--- src/verilog/mips_wb_pkg.sv ---
// data width, register number width and load kind encoding for write-back

package mips_wb_pkg;

    //////////////////////////////
    // widths
    //////////////////////////////

    // one data word
    parameter int DATA_W = 32;

    // general-purpose register number
    parameter int GPR_W = 5;

    //////////////////////////////
    // load modes
    //////////////////////////////

    // load mode of the instruction in write-back
    // LK_NONE selects the non-load result
    typedef enum logic [2:0] {
        LK_NONE = 3'd0,
        // byte, signed and unsigned
        LK_LB   = 3'd1,
        LK_LBU  = 3'd2,
        // halfword, signed and unsigned
        LK_LH   = 3'd3,
        LK_LHU  = 3'd4,
        // full word
        LK_LW   = 3'd5,
        // unaligned partial word loads
        LK_LWL  = 3'd6,
        LK_LWR  = 3'd7
    } load_kind_t;

endpackage

--- src/verilog/gpr_file.sv ---
// general-purpose register file, 32 entries, one write and one read port

`timescale 1ns/1ps

module gpr_file import mips_wb_pkg::*; (
    input  logic              clk,
    input  logic              rst,
    input  logic              we_i,
    input  logic [GPR_W-1:0]  waddr_i,
    input  logic [DATA_W-1:0] wdata_i,
    input  logic [GPR_W-1:0]  raddr_i,
    output logic [DATA_W-1:0] rdata_o
);

    localparam int NREGS = 1 << GPR_W;

    logic [DATA_W-1:0] regs [NREGS];

    // $zero never takes a write
    always_ff @(posedge clk) begin
        if (!rst) begin
            for (int i = 0; i < NREGS; i++) begin
                regs[i] <= '0;
            end
        end else if (we_i && waddr_i != '0) begin
            regs[waddr_i] <= wdata_i;
        end
    end

    // combinational read, register 0 forced to zero
    assign rdata_o = (raddr_i == '0) ? '0 : regs[raddr_i];

endmodule

--- config.mk ---
export PLATFORM = sky130hd
export DESIGN_NAME = gpr_file
export DESIGN_NICKNAME = d
export VERILOG_FILES = /design/src/verilog/mips_wb_pkg.sv /design/src/verilog/gpr_file.sv
export SDC_FILE = /design/constraint.sdc
export NUM_CORES = 1
export LEC_CHECK = 0
export BUFFER_PORTS_ARGS = -buffer_cell sky130_fd_sc_hd__buf_2
export CAP_MARGIN = 20
export CELL_PAD_IN_SITES_DETAIL_PLACEMENT = 2
export CELL_PAD_IN_SITES_GLOBAL_PLACEMENT = 2
export CORE_UTILIZATION = 43
export DETAILED_ROUTE_END_ITERATION = 10
export GPL_TIMING_DRIVEN = 0
export PLACE_DENSITY_LB_ADDON = 0.1
export SYNTH_ARGS = -nofsm -noshare
export SYNTH_HDL_FRONTEND = slang
export SYNTH_SLANG_ARGS = --single-unit
--- constraint.sdc ---
create_clock -name clk -period 3.9 [get_ports clk]
set_input_delay 0.39 -clock clk [delete_from_list [all_inputs] [get_ports clk]]
set_output_delay 0.39 -clock clk [all_outputs]
set_load 0.1 [all_outputs]
# Word level (Yosys, flattened, before mapping)

Memory sizes are Yosys's and may differ from the RTL's.
Index checks and enable logic that the tools add are counted.

Logic and storage cells: 13
Output and inout port bits: 32
Input port bits: 45
Bits in writable memories: 1,024
Register bits: 0
Memories: 1

Memories:

| memory | depth | bits a word | read ports | clocked after memory_dff | wr ports | line           | text |
|---|---|---|---|---|---|---|---|
| regs   | 32    | 32          | 1          | 0                        | 32       | gpr_file.sv:17 | `logic [DATA_W-1:0] regs [NREGS];` |

Multiplexer cells: 8
Reduce and logical (&&, ||, !) cells: 4

Operators by type and width:

| cell                | count |
|---|---|
| $mux W32            | 2 |
| $reduce_or A32 Y1   | 1 |
| $logic_not A5 Y1    | 1 |
| $mux W1             | 5 |
| $mux W5             | 1 |
| $reduce_bool A5 Y1  | 1 |
| $logic_and A1 B1 Y1 | 1 |

# Longest topological paths before layout

Word-level depth: 7
Mapped depth: 7
Gate-level depth less buffers: 4

# Worst setup path before layout

OpenSTA, ideal clock, no wires.

Path kind: in2out
From: input raddr_i[0]
To: output rdata_o[14]
Arrival time: 3.807 ns
Path slack: -0.297 ns
Cell stages on the path: 7
Cells stage by stage: buf_4 > inv_2 > buf_2 > buf_2 > buf_2 > o2111ai_1 > a311oi_1

Longest elaborated chain between the ends: 2

RTL lines:

| item                                                       | line           | text |
|---|---|---|
| from (decl)                                                | gpr_file.sv:11 | `input logic [GPR_W-1:0] raddr_i,` |
| $mem_v2 Z32 W32 / $logic_not A5 Y1 (equally long branches) | --             |  |
| $mux W32 (*)                                               | gpr_file.sv:31 | `assign rdata_o = (raddr_i == '0) ? '0 : regs[raddr_i];` |
| to (decl)                                                  | gpr_file.sv:12 | `output logic [DATA_W-1:0] rdata_o` |

Every way passes the cells marked *; elsewhere a longest branch is shown, timed or not.

# Worst setup path after layout

From: input raddr_i[2]
To: output rdata_o[1]

The elaborated chain is that of the path after synthesis.

==> out/metrics.yaml <==
setup_slack_of_the_critical_path_after_layout_ps: -32.4
clk_pin_slew_ps: 60
buffers_added_on_ports: 71
initial_antenna_violation_count: 15
placementRows: 120
drt-vias-per-instance: 5.86
post_synth_num_cell_types: 37
cts_max_path_buffers: 3
count_of_warnings_emitted_by_yosys: 0
postCtsSetupRepairBufs: 0
ratio_of_cells_with_drive_above_1_in_the_final_layout: 0.205
grt_usage: 0.300
reg.largest.list: "regs: 1024 flops"
io_pins: 77
static-leakage-power_nw: 18.4
finish.net_count: 3262
ys_dominant_reg_cell: "edfxtp_1"
hp-class: "in -> reg"
worst_ir_drop_vdd_v: 0.000370
timing.critical_path.required_ps: 3510
dpl.cell_count: 4500
maxClockFrequency_mhz: 254
result_of_the_run: "finished with violations"
slew_headroom: 0.330
die_area_um2: 109000
level_count_of_the_clock_h_tree: 3
start_util: 0.434
pre_cts_slack_ps: -355
commonest_non_fill_non_tap_cell_in_the_layout: "edfxtp_1"
layout_common_cells: "edfxtp_1, and2_1, clkbuf_1"
synth-seq-cells: 1024
synth_cells: 2957
regMostFlops: "regs"
final_routed_wire_length_divided_by_cell_count_um: 34.1
timing.final.crit_period_ps: 3930
syn-cell-area_um2: 46500
root_buffer: "clkbuf_16"
power_density_nw_per_um2: 481
ys_async_sr_fraction: 0
dp.final_hpwl_mm: 115
layoutNonFillerInstCount: 4717
final.period_utilization: 1.01
largest_reg_flops: 1024
startpoint_type: "input port"
cts-buffers-inserted: 114
fillCellCount: 9791
timing.final.hold_violations: 0
synth.yosys.seq_area_share: 0.662
crit_arrival_ps: 3540
timing_worst_setup_path_type: "in -> out"
grt_first_pass_wirelength_mm: 227
drc: 0
synth-edff-count: 1024
final_antenna_net_count: 0
chipWidth_um: 331
die_h_um: 331
grt_overflow: 0
vias: 27600
syn_to_final_growth_pct: 15.1
clock_net_sink_count: 1024
worstPathMaxFanout: 10
synth_area_per_cell_um2: 15.7
grt_start_max_net_pins: 32
grt_pass1_vias: 30100
tritoncts_clock_tree: "yes"
pin_slew_with_the_least_headroom_to_its_limit_ps: 1010
drv.max_cap_violation_count: 0
drt_pre_antenna_iters: 5
end_kind: "output pin"
gp_congestion: 0.948
core_region_area_um2: 107000
drt_iter0_drc: 2801
routed_wirelength_mm: 161
violations: "setup timing"
finalSetupViolCount: 5
total_count_of_max_transition_violations_in_the_final_report: 0
-- cells by family after synthesis --
family,count (synthesis),share of synthesized area
and+or+nand+nor,1097,0.145
DFF,1024,0.662
muxes,320,0.130
buffers and inverters,301,0.0306
AOI/OAI and AO/OA,214,0.0318
other,1,0.0000807
-- critical path: stages --
cell and delay, ps:
buf_4 290, buf_2 550, buf_2 570, mux4_2 400, o21ai_0 650, a311oi_2 280, buf_2 370
-- layer usage --
metal,vias to the layer above,track usage,share of wire
li1,11500,-,-
met1,15000,0.417,0.43
met2,964,0.494,0.49
met3,172,0.0437,0.062
met4,0,0.0815,0.023
met5,-,0,0
-- final timing paths --
kind	start	to	slack [ps]	cells past startpoint
max	raddr_i[2]	rdata_o[1]	-30	7
min	wdata_i[24]	regs[4][24]	50	2
-- final cells by class --
class                           count  area [um^2]  share of cell area
Inverter                            2         7.51            0.000140
Multi-Input combinational cell   1663        15000               0.280
Clock buffer                      146         3080              0.0576
Timing Repair Buffer              115         1170              0.0218
Clock inverter                     62          350             0.00655
Tap cell                         1403         1760              0.0328
Antenna cell                        5         12.5            0.000234
Sequential cell                  1024        30700               0.575
Buffer                            297         1410              0.0264
-- what timing repair did --
action | 4_1_cts | 5_1_grt
endpoints found under the setup margin | 17 | 3
gates resized for setup | 2 | 4
pin swaps | 0 | 2
endpoints found under the hold margin | 6 | 0
hold buffers | 6 | 0
-- power breakdown --
group	internal [mW]	total, mW	leakage [nW]	switching (mW)
registers	12.7	12.9	9.75	0.188
logic	0.807	2.63	6.93	1.82
clock network	5.71	10.2	1.69	4.52
-- per-stage QoR --
stage                     setup TNS, ps  instance area, um^2  hold slack [ps]   util  total power, mW
after CTS                             0                53500             11.7  0.499             25.8
after global routing              -11.1                53500             49.0  0.500             26.3
after detailed placement          -3000                50000              723  0.467             15.7
after floorplan                   -1120                46800              588      -             14.6
final                              -117                53500             48.5  0.500             25.7
after global placement         -2810330                48900              716  0.457             15.5
-- synthesized netlist by cell type, types with 2 or more instances --
library cell	count	area (um^2)
a211oi_1	32	240
a221oi_1	22	193
a22oi_1	32	240
a311oi_1	32	280
and2_1	993	6210
buf_2	36	180
buf_4	25	188
buf_6	17	191
clkbuf_1	207	777
clkbuf_2	12	60.1
edfxtp_1	1024	30700
mux2_2	32	360
mux2i_1	64	641
mux4_2	224	5040
nand2_1	21	78.8
nand3b_1	3	22.5
nand4b_1	2	17.5
nor2_1	31	116
nor2_2	5	31.3
nor2b_1	33	206
o2111ai_1	9	78.8
o21ai_0	42	210
o21ai_1	44	220
or3_1	2	12.5
Power figures use the tool's default switching activity.
