<file path="src/verilog/mips_wb_pkg.sv">
// data width, register number width and load kind encoding for write-back

package mips_wb_pkg;

    //////////////////////////////
    // widths
    //////////////////////////////

    // one data word
    parameter int DATA_W = 32;

    // general-purpose register number
    parameter int GPR_W = 5;

    //////////////////////////////
    // load modes
    //////////////////////////////

    // load mode of the instruction in write-back
    // LK_NONE selects the non-load result
    typedef enum logic [2:0] {
        LK_NONE = 3'd0,
        // byte, signed and unsigned
        LK_LB   = 3'd1,
        LK_LBU  = 3'd2,
        // halfword, signed and unsigned
        LK_LH   = 3'd3,
        LK_LHU  = 3'd4,
        // full word
        LK_LW   = 3'd5,
        // unaligned partial word loads
        LK_LWL  = 3'd6,
        LK_LWR  = 3'd7
    } load_kind_t;

endpackage

</file>
<file path="src/verilog/wb_stage_reg.sv">
// intersegment register between memory and write-back stages

`timescale 1ns/1ps

module wb_stage_reg import mips_wb_pkg::*; (
    input  logic              clk,
    input  logic              rst,
    input  logic              load_i,
    input  logic              clear_i,
    input  load_kind_t        kind_i,
    input  logic [GPR_W-1:0]  wnum_i,
    input  logic [DATA_W-1:0] addr_i,
    input  logic [DATA_W-1:0] rt_data_i,
    input  logic [DATA_W-1:0] result_i,
    input  logic              exc_risk_i,
    output load_kind_t        kind_o,
    output logic [GPR_W-1:0]  wnum_o,
    output logic [DATA_W-1:0] addr_o,
    output logic [DATA_W-1:0] rt_data_o,
    output logic [DATA_W-1:0] result_o,
    output logic              exc_risk_o
);

    // cleared stage looks like a non-load with no write
    always_ff @(posedge clk) begin
        if (!rst || clear_i) begin
            kind_o     <= LK_NONE;
            wnum_o     <= '0;
            addr_o     <= '0;
            rt_data_o  <= '0;
            result_o   <= '0;
            exc_risk_o <= 1'b0;
        end else if (load_i) begin
            kind_o     <= kind_i;
            wnum_o     <= wnum_i;
            addr_o     <= addr_i;
            rt_data_o  <= rt_data_i;
            result_o   <= result_i;
            exc_risk_o <= exc_risk_i;
        end
    end

    // held load mode stays a known encoding out of reset
    a_kind_legal: assert property (
        @(posedge clk) disable iff (!rst)
        !$isunknown(kind_o)
    );

endmodule

</file>
<file path="config.mk">
export PLATFORM = sky130hd
export DESIGN_NAME = wb_stage_reg
export DESIGN_NICKNAME = d
export VERILOG_FILES = /design/src/verilog/mips_wb_pkg.sv /design/src/verilog/wb_stage_reg.sv
export SDC_FILE = /design/constraint.sdc
export NUM_CORES = 1
export LEC_CHECK = 0
export ABC_AREA = 1
export BUFFER_PORTS_ARGS = -buffer_cell sky130_fd_sc_hd__buf_2
export CAP_MARGIN = 30
export CORE_ASPECT_RATIO = 0.75
export CORE_UTILIZATION = 39
export CTS_CLUSTER_DIAMETER = 100
export DETAILED_ROUTE_END_ITERATION = 6
export PLACE_DENSITY = 0.76
export SKIP_CTS_REPAIR_TIMING = 1
export SLEW_MARGIN = 30
export SYNTH_ARGS = -nofsm -noshare
export SYNTH_HDL_FRONTEND = slang
export SYNTH_SLANG_ARGS = --single-unit
</file>
<file path="constraint.sdc">
create_clock -name clk -period 1.05 [get_ports clk]
set_clock_uncertainty 0.15 [all_clocks]
set_input_delay 0.21 -clock clk [delete_from_list [all_inputs] [get_ports clk]]
set_output_delay 0.21 -clock clk [all_outputs]
set_load 0.05 [all_outputs]
</file>
== Yosys cells after proc, flatten, opt, wreduce, memory -nomap -nowiden ==
Index checks and enable logic that the tools add are counted.

* Register bits: 105
* Bits of input ports: 109
* Output and inout bits: 105
* Word-level logic and storage cells: 8

* Reduce and logical (&&, ||, !) cells: 2

{| class="wikitable"
|+ Operators by type and width
! kind !! number
|-
| $logic_not A1 Y1 || 1
|-
| $logic_or A1 B1 Y1 || 1
|}

== Longest topological paths before layout ==
* Depth in word-level cells: 2
* Mapped depth: 6
* Mapped depth without buffers: 3

== Worst setup path after synthesis ==
No wires, ideal clock.

* Kind: input -> register
* Start point: input clear_i
* End point: register addr_o[0]
* Setup time: 0.119 ns
* Arrival: 0.794 ns
* Required time: 0.781 ns
* Setup slack: -0.013 ns
* Cell stages on the path: 5
* Buffers on the path: 2
* Cells stage by stage: inv_1 > nand2_1 > buf_2 > clkbuf_4 > a21oi_2

* Word-level cells in the longest chain between the ends: 1

{| class="wikitable"
|+ Ends and longest elaborated chain
! element !! line !! text
|-
| from (decl) || wb_stage_reg.sv:9 || <nowiki>input logic clear_i,</nowiki>
|-
| $logic_or A1 B1 Y1 || wb_stage_reg.sv:26 || <nowiki>if (!rst || clear_i) begin</nowiki>
|-
| to (signal assigned) || wb_stage_reg.sv:36 || <nowiki>addr_o <= addr_i;</nowiki>
|-
| to (decl) || wb_stage_reg.sv:18 || <nowiki>output logic [DATA_W-1:0] addr_o,</nowiki>
|}

Every way passes these cells.
A chain may end at the register's enable or synchronous reset.

== Worst setup path after layout ==
* Start point: register addr_o[29]
* End point: output addr_o[29]

No word-level cell between the ends.

==> Flow_metrics.wiki <==
{| class="wikitable"
! Metric !! Value
|-
| Residual antenna-violating net count after detailed routing || 0
|-
| Effective utilization at floorplan || 0.404
|-
| Total setup violations reported at the end of the flow || 105
|-
| Share of final-layout standard cells stronger than drive strength 1 || 0.486
|-
| First-pass detailed-route iteration total || 5
|-
| Share of the synthesized area in the top cell type || 0.573
|-
| Worst-path clk slew || 0.07 ns
|-
| Status || finished, violations left
|-
| Detailed-placement wirelength estimate || 7.14 mm
|-
| Setup TNS after final layout || -15.63 ns
|-
| Post-synthesis instance total || 457
|-
| Average cell area after synthesis || 8.03 um^2
|-
| Tightest Pin Transition || 0.234 ns
|-
| Synthesized net count || 566
|-
| Flip-flop cell with the highest count after synthesis || sky130_fd_sc_hd__dfxtp_1
|-
| Gp weighted congestion || 0.774
|-
| Crit path arrival time || 0.87 ns
|-
| Hold Crit Class || in -> reg
|-
| Routed length per instance || 17.3 um
|-
| Die Y || 86.0 um
|-
| Highest fanout seen on the critical path || 2
|-
| Delay of the slowest cell on the worst path || 0.37 ns
|-
| Max-slew violation total from the final report || 0
|-
| Initial antenna violation count || 0
|-
| Relative slew slack || 0.844
|-
| Routed WL || 16.0 mm
|-
| Post-synthesis instance area || 3670 um^2
|-
| Number of clock sinks || 105
|-
| Overall Power || 9550 uW
|-
| Slowest CP cell || sky130_fd_sc_hd__dfxtp_2
|-
| Fin. Hold Viols || 0
|-
| CTS root buf || sky130_fd_sc_hd__clkbuf_16
|-
| Maximum number of pins on one net before global-route repair || 51
|-
| Most common cell in the netlist || sky130_fd_sc_hd__nand2_1
|-
| Placed standard-cell area || 4920 um^2
|-
| Number of port buffers || 213
|-
| LEAKAGE || 0.00328 uW
|-
| Ranking of synthesized cells by area || sky130_fd_sc_hd__dfxtp_1, sky130_fd_sc_hd__nand2_1, sky130_fd_sc_hd__a21oi_1
|-
| Top Family by Delay on Critical Path || flip-flops
|-
| Async SR Flop Fraction || 0
|-
| Boundary pin count || 214
|-
| Post-synth top area cell || sky130_fd_sc_hd__dfxtp_1
|-
| Global route total overflow || 0
|-
| Core region area || 9080 um^2
|-
| Number of warnings reported in the yosys synthesis log || 0
|-
| Worst-case setup margin in the final layout || -0.184 ns
|-
| Number of distinct library cells after synthesis || 11
|-
| Summed area of non-filler cells in the final layout || 7500 um^2
|-
| Net count reported at finish || 900
|-
| Total CTS buffers || 9
|-
| CP Launch Type || flip-flop
|-
| Global-route total usage across every layer || 0.199
|-
| Worst-skew pair later-pin latency || 0.34 ns
|-
| Violated checks || negative setup slack
|-
| Worst vdd ir || 0.884 mV
|-
| Share of the yosys chip area belonging to registers || 0.573
|-
| First-pass GRT wire length || 15.6 mm
|-
| Ordered cell list for the critical path || buf_8
|-
| Via count of the first global-routing pass || 3,548
|-
| Period Utilization, post-route || 1.18
|-
| Endpoint required time on the critical path || 0.69 ns
|-
| Width of the die || 114 um
|-
| Detailed router's first-iteration violation count || 350
|-
| Antenna Cells || 0
|-
| Hold Slack || 0.00259 ns
|-
| Area enclosed by the die boundary || 9810 um^2
|-
| Max capacitance violation total || 0
|-
| Site Rows || 30
|-
| Setup repair after global routing missed its margin || yes
|-
| DRC violations left || 0
|-
| Number of flip-flops and latches in the synthesized netlist || 105
|-
| CP endpoint kind || output port
|-
| Total power density per cell area || 1270 nW/um^2
|-
| Area Overhead vs Synth || 104%
|-
| Vias/cell || 4.98
|-
| Finished Core Util || 0.826
|-
| Max frequency || 0.810 GHz
|-
| Start-to-end type of the worst setup path || reg -> out
|-
| Total number of H-tree levels || 3
|-
| Commonest cells in the netlist || sky130_fd_sc_hd__nand2_1, sky130_fd_sc_hd__dfxtp_1, sky130_fd_sc_hd__a21oi_1
|-
| Clock tree from TritonCTS || built
|-
| Number of buffers and inverters on the critical path || 1
|-
| Post-layout minimum cycle time || 1.23 ns
|-
| Buffer levels on the longest clock path || 2
|-
| Total via count in the routed design || 4,603
|-
| Number of flops mapped to enable cells by yosys || 0
|}
state kept, by name, indices dropped and copies added (netlist names):
signal	count
addr_o	32
exc_risk_o	1
wnum_o	5
result_o	32
kind_o	3
rt_data_o	32
per-stage QoR:
| step | instances | worst slack (ns) |
|---|---|---|
| global route | 924 | -0.212 |
| detailed placement | 782 | -0.101 |
| finish | 924 | -0.184 |
| floorplan | 457 | 0.0115 |
| CTS | 798 | -0.288 |
| global placement | 782 | -0.0310 |
cell usage in the layout, fill, tap and decap left out:
| cell type | Yosys | final |
|---|---|---|
| sky130_fd_sc_hd__clkinv_2 | 1 | 1 |
| sky130_fd_sc_hd__buf_6 | 4 | 26 |
| sky130_fd_sc_hd__clkbuf_8 | 0 | 1 |
| sky130_fd_sc_hd__inv_1 | 1 | 1 |
| sky130_fd_sc_hd__dfxtp_2 | 0 | 105 |
| sky130_fd_sc_hd__buf_12 | 0 | 6 |
| sky130_fd_sc_hd__nand2_4 | 0 | 1 |
| sky130_fd_sc_hd__dlygate4sd3_1 | 0 | 102 |
| sky130_fd_sc_hd__buf_2 | 19 | 108 |
| sky130_fd_sc_hd__clkinvlp_4 | 0 | 2 |
| sky130_fd_sc_hd__buf_8 | 0 | 79 |
| sky130_fd_sc_hd__a21oi_2 | 10 | 10 |
| sky130_fd_sc_hd__bufinv_16 | 0 | 1 |
| sky130_fd_sc_hd__buf_4 | 5 | 36 |
| sky130_fd_sc_hd__a21oi_1 | 95 | 95 |
| sky130_fd_sc_hd__clkbuf_1 | 0 | 1 |
| sky130_fd_sc_hd__nand2_1 | 211 | 210 |
| sky130_fd_sc_hd__clkbuf_16 | 0 | 9 |
| sky130_fd_sc_hd__inv_6 | 0 | 2 |
layer usage:
layer / global-route usage / wire (um) / vias to the layer above
met5: 0 / 0 / -
met1: 0.226 / 5640 / 2152
met2: 0.354 / 8280 / 262
li1: - / - / 2123
met3: 0.0657 / 1350 / 66
met4: 0.0649 / 697 / 0
path summary, 6_finish.rpt:
check,start,to,slack [ns],cells past startpoint
setup / recovery,addr_o[29]$_SDFFE_PP0P_,addr_o[29],-0.18,1
hold reg to reg,rt_data_o[17]$_SDFFE_PP0P_,rt_data_o[17]$_SDFFE_PP0P_,0.32,2
hold / removal,addr_i[3],addr_o[3]$_SDFFE_PP0P_,0.003,3
setup reg to reg,addr_o[27]$_SDFFE_PP0P_,addr_o[27]$_SDFFE_PP0P_,0.10,3
final cells by class:
class / instances / area, um^2
timing repair buffer: 357 / 3430
inverter: 2 / 8.76
multi-input combinational: 316 / 1360
tap: 128 / 160
clock inverter: 5 / 62.6
sequential: 105 / 2230
fill: 466 / 1580
clock buffer: 11 / 243
cell families (layout without fill, tap and decap cells):
family,count (synthesis),after routing,share of synthesized area
simple gates,211,211,0.216
compound gates,105,105,0.153
flops,105,105,0.573
buf+inv,36,375,0.0580
power breakdown:
part	switching (uW)	internal, uW
Combinational	999	899
Clock	1470	1930
Sequential	121	4130
Total	2590	6960
Power figures use the tool's default switching activity.
