--- src/verilog/mips_wb_pkg.sv ---
// data width, register number width and load kind encoding for write-back

package mips_wb_pkg;

    //////////////////////////////
    // widths
    //////////////////////////////

    // one data word
    parameter int DATA_W = 32;

    // general-purpose register number
    parameter int GPR_W = 5;

    //////////////////////////////
    // load modes
    //////////////////////////////

    // load mode of the instruction in write-back
    // LK_NONE selects the non-load result
    typedef enum logic [2:0] {
        LK_NONE = 3'd0,
        // byte, signed and unsigned
        LK_LB   = 3'd1,
        LK_LBU  = 3'd2,
        // halfword, signed and unsigned
        LK_LH   = 3'd3,
        LK_LHU  = 3'd4,
        // full word
        LK_LW   = 3'd5,
        // unaligned partial word loads
        LK_LWL  = 3'd6,
        LK_LWR  = 3'd7
    } load_kind_t;

endpackage

--- src/verilog/load_align.sv ---
// load data extraction, sign/zero extension, LWL/LWR merge and result select

`timescale 1ns/1ps

module load_align import mips_wb_pkg::*; (
    input  load_kind_t        kind_i,
    input  logic [1:0]        addr_lo_i,
    input  logic [DATA_W-1:0] mem_word_i,
    input  logic [DATA_W-1:0] rt_data_i,
    input  logic [DATA_W-1:0] result_i,
    output logic [DATA_W-1:0] wdata_o
);

    logic [7:0]        byte_sel;
    logic [15:0]       half_sel;
    logic [DATA_W-1:0] lwl_data;
    logic [DATA_W-1:0] lwr_data;

    //////////////////////////////
    // lane selection
    //////////////////////////////

    // little-endian, byte 0 in the low lane
    always_comb begin
        case (addr_lo_i)
            2'd0:    byte_sel = mem_word_i[7:0];
            2'd1:    byte_sel = mem_word_i[15:8];
            2'd2:    byte_sel = mem_word_i[23:16];
            default: byte_sel = mem_word_i[31:24];
        endcase
    end

    assign half_sel = addr_lo_i[1] ? mem_word_i[31:16] : mem_word_i[15:0];

    // left part: word moved up, low bytes kept from rt
    always_comb begin
        case (addr_lo_i)
            2'd0:    lwl_data = {mem_word_i[7:0], rt_data_i[23:0]};
            2'd1:    lwl_data = {mem_word_i[15:0], rt_data_i[15:0]};
            2'd2:    lwl_data = {mem_word_i[23:0], rt_data_i[7:0]};
            default: lwl_data = mem_word_i;
        endcase
    end

    // right part: word moved down, high bytes kept from rt
    always_comb begin
        case (addr_lo_i)
            2'd0:    lwr_data = mem_word_i;
            2'd1:    lwr_data = {rt_data_i[31:24], mem_word_i[31:8]};
            2'd2:    lwr_data = {rt_data_i[31:16], mem_word_i[31:16]};
            default: lwr_data = {rt_data_i[31:8], mem_word_i[31:24]};
        endcase
    end

    //////////////////////////////
    // result select
    //////////////////////////////

    always_comb begin
        case (kind_i)
            LK_LB:   wdata_o = {{24{byte_sel[7]}}, byte_sel};
            LK_LBU:  wdata_o = {24'd0, byte_sel};
            LK_LH:   wdata_o = {{16{half_sel[15]}}, half_sel};
            LK_LHU:  wdata_o = {16'd0, half_sel};
            LK_LW:   wdata_o = mem_word_i;
            LK_LWL:  wdata_o = lwl_data;
            LK_LWR:  wdata_o = lwr_data;
            default: wdata_o = result_i;
        endcase
    end

    // misaligned halfwords are trapped upstream and never reach here
    always_comb begin
        if (kind_i == LK_LH || kind_i == LK_LHU) begin
            a_half_aligned: assert final (addr_lo_i[0] == 1'b0);
        end
    end

endmodule

--- config.mk ---
export PLATFORM = sky130hd
export DESIGN_NAME = load_align
export DESIGN_NICKNAME = d
export VERILOG_FILES = /design/src/verilog/mips_wb_pkg.sv /design/src/verilog/load_align.sv
export SDC_FILE = /design/constraint.sdc
export NUM_CORES = 1
export LEC_CHECK = 0
export BUFFER_PORTS_ARGS = -buffer_cell sky130_fd_sc_hd__buf_2
export CORE_ASPECT_RATIO = 0.9
export CORE_MARGIN = 4
export CORE_UTILIZATION = 35
export DETAILED_ROUTE_END_ITERATION = 10
export GPL_ROUTABILITY_DRIVEN = 0
export PLACE_DENSITY = 0.68
export SLEW_MARGIN = 15
export SYNTH_ARGS = -nofsm -noshare
export SYNTH_HDL_FRONTEND = slang
export SYNTH_SLANG_ARGS = --single-unit
--- constraint.sdc ---
create_clock -name vclk -period 4.34
set_input_delay 0.868 -clock vclk [all_inputs]
set_output_delay 0.868 -clock vclk [all_outputs]
set_load 0.05 [all_outputs]
== Yosys cells after proc, flatten, opt, wreduce, memory -nomap -nowiden ==
Index checks and enable logic that the tools add are counted.
Storage, ports and cells
  flip-flop bits (word level): 0
  latch bits: 0
  bits in writable memories: 0
  bits in read-only memories: 0
  output and inout port bits: 32
  logic and storage cells: 15
  memories kept: 0
Operators by class
  add/subtract/negate cells: 0
  multipliers: 0
  divide/modulo/power cells: 0
  order comparisons: 0
  equality and inequality tests: 9
  shifts and indexed selects: 0
  muxes and demuxes: 5
  bitwise operators: 0
  reduce and logical (&&, ||, !) cells: 1
Operators by type and width (count)
  one-hot mux 32 bit (7 select lines): 1
  one-hot mux 32 bit (3 select lines): 2
  one-hot mux 8 bit (3 select lines): 1
  2-to-1 mux 16 bit: 1
  == test 3 bit (second input constant): 4
  == test 3 x 2 -> 1 bit (second input constant): 2
  == test 3 x 1 -> 1 bit (second input constant): 1
  == test 2 x 1 -> 1 bit (second input constant): 1
  == test 2 bit (second input constant): 1
  zero test 2 bit: 1

== Depth between registers and ports, before layout ==
Gate-level depths: netlist of run 1.
  depth after elaboration: 3
  mapped depth: 7
  mapped depth without buffers: 5

== Worst setup path before layout of run 1 ==
Ideal clock, no wire load.
  path type: input port to output port
  start: input port kind_i[0]
  end: output port wdata_o[7]
  arrival time: 2659 ps
  required time: 3472 ps
  slack: 813 ps
  stages on the path: 6
  path buffers: 2
  path through: buf_2 > buf_2 > nand2_1 > a21oi_2 > o211ai_1 > a31oi_1
On the way
  word-level cells in the longest chain between the ends: 2
  elaborated cells between the ends (all ways): 8
RTL lines
  start: declaration: RTL line load_align.sv:6  | input load_kind_t kind_i,
  == test 3 bit (tied with other cells): RTL line load_align.sv:60  | case (kind_i)
  one-hot mux 32 bit (7 select lines) (*): RTL line load_align.sv:60
  end: declaration: RTL line load_align.sv:11  | output logic [DATA_W-1:0] wdata_o
Mark *: on every way between the ends. The rest lies on a longest branch, timed or not.

== Worst setup path in the final report of run 1 ==
  start: input port addr_lo_i[0]
  end: output port wdata_o[29]
On the way
  word-level cells in the longest chain between the ends: 3
  elaborated cells between the ends (all ways): 7
RTL lines
  start: declaration: RTL line load_align.sv:7  | input logic [1:0] addr_lo_i,
  == test 2 bit (tied with other cells): RTL line load_align.sv:25, load_align.sv:37, load_align.sv:47
  one-hot mux 32 bit (3 select lines) (tied with other cells): RTL line load_align.sv:47  | case (addr_lo_i)
  one-hot mux 32 bit (7 select lines) (*): RTL line load_align.sv:60
Marks and branches as above.

==> results of run 1 <==
[worst max path at each step]
| stage | startpoint | endpoint | slack [ns] | cells after the start |
|---|---|---|---|---|
| after floorplan | kind_i[0] | wdata_o[7] | 0.81 | 6 |
| after global placement | addr_lo_i[0] | wdata_o[29] | 0.45 | 8 |
| after detailed placement | addr_lo_i[0] | wdata_o[29] | 0.47 | 8 |
| after CTS | addr_lo_i[0] | wdata_o[29] | 0.45 | 8 |
| after global routing | addr_lo_i[0] | wdata_o[29] | 0.27 | 8 |
| final | addr_lo_i[0] | wdata_o[29] | 0.37 | 8 |
[cell usage after synthesis (5+ instances only)]
master / instances / area share, %
nor2_1: 43 / 7.7
a21oi_1: 42 / 10
mux2i_1: 25 / 12
nand2_1: 16 / 2.9
buf_2: 14 / 3.3
a221oi_1: 13 / 5.4
a31oi_1: 13 / 3.9
o21ai_0: 13 / 3.1
mux4_2: 12 / 13
nand2b_1: 10 / 3.0
a222oi_1: 8 / 3.8
a22o_1: 8 / 3.3
buf_4: 7 / 2.5
clkbuf_1: 6 / 1.1
mux2_2: 5 / 2.7
[power breakdown]
part | total, mW | switching [mW] | internal, mW | leakage [nW]
clock network | 0 | 0 | 0 | 0
logic | 0.467 | 0.315 | 0.153 | 1.28
registers | 0 | 0 | 0 | 0
total | 0.467 | 0.315 | 0.153 | 1.28
[through the flow]
step           hold WS, ns  util (%)  setup WS, ns  area [µm²]  std cells
2_1_floorplan         1.97         -         0.813        2100        293
3_3_place_gp          2.16      48.2         0.446        2780        479
3_5_place_dp          2.16      48.2         0.468        2780        479
4_1_cts               2.17      48.2         0.447        2780        479
5_1_grt               2.17      48.2         0.268        2780        479
6_report              2.16      48.2         0.370        2780        479
[cell type report]
type               count  area [µm²]
fillers              633        2980
multi-input cells    262        1930
repair buffers       145         756
well taps             70        87.6
inverters              2        7.51
[placed cells by master, fill, tap and decap left out, drive strengths merged, types with 5 or more instances in the layout]
| cell type | n |
|---|---|
| nand2 | 16 |
| a21oi | 45 |
| mux2 | 6 |
| buf | 145 |
| a222oi | 8 |
| a22o | 8 |
| nand2b | 10 |
| nor2 | 44 |
| o21ai | 14 |
| mux4 | 12 |
| nor2b | 5 |
| a31oi | 14 |
| mux2i | 25 |
| a221oi | 13 |
[cell families (layout without fill, tap and decap cells)]
logic type / Yosys count / count (layout)
compound gates: 126 / 126
mux: 43 / 43
xor+xnor: 1 / 1
simple gates: 92 / 92
buf+inv: 31 / 147
[metal layers]
metal  vias up  track usage, %  wire length (µm)
met5         -               0                 0
li1       1391               -                 -
met4         0            4.76                82
met3        15            4.81              1040
met2       201            39.4              4490
met1      1385            31.6              3840
==> flow_summary.ini, run 1 <==
[run_status]
run_status = finished, final reports clean

[global_routing]
grt_pass1_vias = 2852
grtUsageTotal_pct = 23.7
grt_pass1_wl_um = 13900
antenna_found_initial = 0
grt_max_degree = 29
overflow = 0

[routing]
drt-initial-drc-count = 268
firstDrtPassIters = 6
drtAntennaViolNets = 0
avgViaCountPerCell = 6.25
drt-total-wl_um = 9450
post-route-drc-count = 0
wl_per_cell_um = 19.7
num_vias = 2992

[setup_path]
worstSetupPathType = primary input to output port
end_kind = output port
start_kind = primary input
critPathSlowestCell = a222oi_1
critPathBufInv = 4
cp.arrival_ns = 3.10
crit_chain = buf_2 -> buf_4 -> o21a_1 -> nor2b_1 -> buf_4 -> a222oi_1 -> a21oi_1 -> buf_2
max_stage_delay_ns = 0.51
cp_top_family = buffers and inverters
crit_path_max_fanout = 18
cp.required_ns = 3.47

[yosys]
synthDistinctLibCells = 47
synthAdderAreaFrac_pct = 0
muxShareOfSynthArea_pct = 28.2
avgSynthCellArea_um2 = 7.17
synth_top_family_by_area = compound AO/OA/AOI/OAI gates
synth.yosys.seq_area_share_pct = 0
yosys_warnings = 0
synth_compound_gate_area_share_pct = 42.0
synth-xor-area-share_pct = 0.417
synth_nets = 394
synthesis.area_mm2 = 0.00210
synth_simple_gate_area_share_pct = 21.1
synthCells = 293

[die]
start_util_pct = 36.5
fp-row-count = 26
core_area_mm2 = 0.00576
fp.dieW_um = 89.7
io_pins = 133
die-area_mm2 = 0.00731
die_height_um = 81.5

[place]
portBuffers = 133
dp_hpwl_um = 7170

[sta]
setup_tns_ns = 0
min_period_ns = 3.97
slew_violations = 0
rsz0062_at_grt = false
tightestPinTransition_ns = 0.774
setup_viol = 0
relSlewSlack_pct = 48.4
timing.fmax_mhz = 252
finalCritPeriodShare_pct = 91.5
hold_viol_final = 0

[worst_hold_path]
hold_path_class = primary input to output port
holdPathStages = 4
min_to = wdata_o[4]
hp-start = result_i[4]

[pwr]
peakVddDrop_v = 0.0000769
p_leak_nw = 1.28
powerDensity_mw_per_mm2 = 168
p_total_uw = 467

[finish]
num_antenna_cells = 0
drive_above_1_share_pct = 42.5
register_area_um2 = 0
nNetsFinal = 512
nFlopsAndLatches = 0
areaGrowthSynthToFinish_pct = 32.1
n_clock_buffer = 0

[clock_network]
cts_resized = 0
cts_setup_buffers = 0
cts_hold_buf = 0

[flow_run]
maxCapViolCount = 0
(Power assumes the default switching activity.)
==> run 2: changes to the inputs <==
--- a/config.mk
+++ b/config.mk
@@ -5,13 +5,13 @@
 export SDC_FILE = /design/constraint.sdc
 export NUM_CORES = 1
 export LEC_CHECK = 0
-export BUFFER_PORTS_ARGS = -buffer_cell sky130_fd_sc_hd__buf_2
+export ABC_AREA = 1
 export CORE_ASPECT_RATIO = 0.9
-export CORE_MARGIN = 4
+export CORE_MARGIN = 2
 export CORE_UTILIZATION = 35
 export DETAILED_ROUTE_END_ITERATION = 10
+export DONT_BUFFER_PORTS = 1
 export GPL_ROUTABILITY_DRIVEN = 0
-export PLACE_DENSITY = 0.68
 export SLEW_MARGIN = 15
 export SYNTH_ARGS = -nofsm -noshare
 export SYNTH_HDL_FRONTEND = slang
==> flow_summary.ini, run 2 <==
[run_status]
run_status = finished, final reports clean

[sta]
hold_viol_final = 0
relSlewSlack_pct = 50.3
slew_violations = 0
tightestPinTransition_ns = 0.745
min_period_ns = 3.40
setup_viol = 0
hold_ws_ns = 2.04
timing.fmax_mhz = 294
rsz0062_at_grt = false
setup_tns_ns = 0
finalCritPeriodShare_pct = 78.4

[routing]
drt-total-wl_um = 10700
drtAntennaViolNets = 0
drt-initial-drc-count = 379
wl_per_cell_um = 14.8
post-route-drc-count = 0
avgViaCountPerCell = 5.43
firstDrtPassIters = 5
num_vias = 3934

[finish]
n_clock_buffer = 0
nFlopsAndLatches = 0
fin_util_pct = 36.9
fin_cells = 724
register_area_um2 = 0
nNetsFinal = 731
final_common_cell = nand2_1
num_antenna_cells = 0
drive_above_1_share_pct = 5.10
final_cell_mix = 263 x nand2_1, 118 x nor2_1, 102 x nand3_1
areaGrowthSynthToFinish_pct = 0.763

[die]
io_pins = 133
die-area_mm2 = 0.00870
fp.dieW_um = 98.1
core_area_mm2 = 0.00762
fp-row-count = 30
start_util_pct = 36.6
die_height_um = 88.7

[pwr]
pwr-share-clk_pct = 0
p_leak_nw = 1.66
p_sw_uw = 307
powerDensity_mw_per_mm2 = 141
p_int_uw = 90.9
seqPwrFrac_pct = 0
sw_frac_of_total_pct = 77.1
peakVddDrop_v = 0.0000723
comb_power_share_pct = 100.0
p_total_uw = 398

[yosys]
yosysMostFrequentCell = nand2_1
avgSynthCellArea_um2 = 4.29
yosys_warnings = 0
synthDistinctLibCells = 26
synthesis.area_mm2 = 0.00279
netlist.area_leader.share_pct = 35.4
synth_area_leaders = nand2_1 35%, nand3_1 18%, nor2_1 16%
synth_nets = 751
synthCells = 650
yosys-top-cells-count = 263 x nand2_1, 118 x nor2_1, 102 x nand3_1
synth_top_cell_by_area = nand2_1
synth.yosys.seq_area_share_pct = 0

[place]
dp.cells = 724
dp_hpwl_um = 8210
portBuffers = 0

[global_routing]
grt_pass1_wl_um = 16500
grt_pass1_vias = 3275
grtUsageTotal_pct = 22.9
overflow = 0
grt_max_degree = 69
antenna_found_initial = 0

[setup_path]
worstSetupPathType = primary input to output port
crit_chain = nand2_2 -> inv_2 -> nand2_1 -> nand3_4 -> nand2_4 -> inv_2 -> nand3_1
cp_common_cell = inv_2
cp.arrival_ns = 2.53
critPathSlowestCell = nand3_1
end_kind = output port
cp_top_family = simple AND/OR/NAND/NOR gates
cp.required_ns = 3.47
critPathBufInv = 2
start_kind = primary input
crit_path_max_fanout = 68
max_stage_delay_ns = 0.46

[flow_run]
maxCapViolCount = 0

[clock_network]
cts_resized = 0
cts_setup_buffers = 0
cts_hold_buf = 0

[worst_hold_path]
hold_path_class = primary input to output port
[run 2: cell types whose count changed after synthesis, moves of 25 or more]
cell     change
nand2_1    +247
mux2i_1     -25
nand3_1     +98
inv_1       +49
nor2_1      +75
a21oi_1     -25
[run 2: layout make-up]
type                       instances  area, µm²
inverter                          62        235
multi-input combinational        555       2370
timing repair buffer              11       82.6
fill                             916       4810
tap                               96        120
[run 2: cell families after synthesis]
logic type	count (synthesis)	synth area share (%)
AOI/OAI and AO/OA	52	9.42
buffers and inverters	95	14.9
and+or+nand+nor	503	75.6
[run 2: stage by stage]
| stage | setup slack [ns] | area (µm²) |
|---|---|---|
| 3_5_place_dp | 0.981 | 2810 |
| 3_3_place_gp | 1.04 | 2810 |
| 4_1_cts | 0.982 | 2810 |
| 2_1_floorplan | 1.09 | 2790 |
| 6_report | 0.939 | 2810 |
| 5_1_grt | 0.835 | 2810 |
[run 2: path summary, 6_finish.rpt]
path,start,slack [ns],end,depth (start not counted)
min,result_i[31],2.04,wdata_o[31],3
max,addr_lo_i[1],0.94,wdata_o[18],7
[run 2: routing by layer]
metal / up-vias / GRT usage (%) / share of wire (%)
met1: 1693 / 30.6 / 41
met2: 240 / 40.4 / 45
met3: 10 / 3.55 / 13
met4: 0 / 3.03 / 0.79
li1: 1991 / - / -
met5: - / 0 / 0
[run 2: tightest hold or removal path: stages]
cell	delay, ns
nor2_1	0.08
nor2_1	0.05
buf_4	0.18
[run 2: power groups by stage]
stage               clock network, mW  logic [mW]  registers [mW]
floorplan                           0       0.354               0
global placement                    0       0.395               0
detailed placement                  0       0.396               0
CTS                                 0       0.397               0
global route                        0       0.432               0
finish                              0       0.398               0
==> run 3: changes to the inputs <==
--- a/config.mk
+++ b/config.mk
@@ -5,7 +5,7 @@
 export SDC_FILE = /design/constraint.sdc
 export NUM_CORES = 1
 export LEC_CHECK = 0
-export ABC_AREA = 1
+export ABC_AREA = 0
 export CORE_ASPECT_RATIO = 0.9
 export CORE_MARGIN = 2
 export CORE_UTILIZATION = 35
==> constraint.sdc (replaced) <==
create_clock -name vclk -period 3.2
set_input_delay 0.64 -clock vclk [all_inputs]
set_output_delay 0.64 -clock vclk [all_outputs]
set_load 0.05 [all_outputs]
==> flow_summary.ini, run 3 (synthesis results as in run 1) <==
[run_status]
run_status = finished, final reports clean

[routing]
firstDrtPassIters = 5
drt-initial-drc-count = 246
post-route-drc-count = 0
avgViaCountPerCell = 7.01
num_vias = 2588
drtAntennaViolNets = 0
wl_per_cell_um = 23.3
drt-total-wl_um = 8610

[setup_path]
crit_path_max_fanout = 44
cp.arrival_ns = 2.22
start_kind = primary input
end_kind = output port
worstSetupPathType = primary input to output port
endpoint = wdata_o[15]
cp-startpoint = addr_lo_i[0]
cp.required_ns = 2.56

[die]
fp.dieW_um = 85.7
die_height_um = 77.5
die-area_mm2 = 0.00664
start_util_pct = 36.7
core_area_mm2 = 0.00573
fp-row-count = 26
io_pins = 133

[flow_run]
maxCapViolCount = 0

[global_routing]
busiest_layer = met2
grt_util_met2_pct = 39.9
grt_pass1_wl_um = 12900
met3_usage_pct = 6.38
grt_max_degree = 67
overflow = 0
antenna_found_initial = 0
use_met1_pct = 31.7
grt_pass1_vias = 2420
grtUsageTotal_pct = 24.0

[clock_network]
cts_hold_buf = 0
cts_resized = 0
cts_setup_buffers = 0

[sta]
finalCritPeriodShare_pct = 89.5
relSlewSlack_pct = 58.8
setup_viol = 0
hold_ws_ns = 1.58
rsz0062_at_grt = false
timing.fmax_mhz = 349
min_period_ns = 2.86
tightestPinTransition_ns = 0.616
hold_viol_final = 0
slew_violations = 0
setup_tns_ns = 0

[finish]
drive_above_1_share_pct = 21.4
areaGrowthSynthToFinish_pct = 8.69
num_antenna_cells = 0
register_area_um2 = 0
n_clock_buffer = 0
final_cell_mix = 43 x nor2_1, 42 x a21oi_1, 35 x buf_4
nNetsFinal = 402
nFlopsAndLatches = 0
final_common_cell = nor2_1

[pwr]
p_leak_nw = 0.855
peakVddDrop_v = 0.0000903
powerDensity_mw_per_mm2 = 230

[place]
portBuffers = 0
dp_hpwl_um = 6300

[worst_hold_path]
hold_path_class = primary input to output port
-- run 3: how the worst min path moves through the flow --
stage	from	slack (ns)	cells after the start	endpoint
final	result_i[19]	1.58	3	wdata_o[19]
after global routing	result_i[26]	1.59	3	wdata_o[26]
after CTS	result_i[7]	1.59	3	wdata_o[7]
after detailed placement	result_i[26]	1.58	3	wdata_o[26]
after global placement	result_i[4]	1.59	3	wdata_o[4]
after floorplan	result_i[16]	1.51	2	wdata_o[16]
-- run 3: through the flow --
stage               util (%)  instance area, µm²  power [mW]  setup slack [ns]  instances
detailed placement      39.9                2280       0.524             0.373        369
finish                  39.9                2280       0.526             0.337        369
global route            39.9                2280       0.554             0.252        369
floorplan                  -                2100       0.444             0.129        293
CTS                     39.9                2280       0.525             0.373        369
global placement        39.9                2280       0.521             0.400        369
-- run 3: metal layers --
layer / wire length [µm] / vias to the layer above / part of all wire [%]
met5: 0 / - / 0
li1: - / 1177 / -
met1: 3510 / 1244 / 41
met4: 176 / 0 / 2.0
met3: 953 / 15 / 11
met2: 3980 / 152 / 46
-- run 3: power by group --
part / internal (mW) / total, mW / switching, mW
Clock: 0 / 0 / 0
Combinational: 0.185 / 0.526 / 0.341
Sequential: 0 / 0 / 0
-- run 3: final cells by class --
class | count | area (µm²)
fillers | 623 | 3440
multi-input cells | 262 | 1930
repair buffers | 35 | 263
well taps | 70 | 87.6
inverters | 2 | 7.51
-- run 3: critical path: stages --
cell and delay (ns):
mux2_4 0.31, o22ai_2 0.22, nor3_4 0.10, a31oi_4 0.51, a41oi_1 0.19, buf_4 0.24
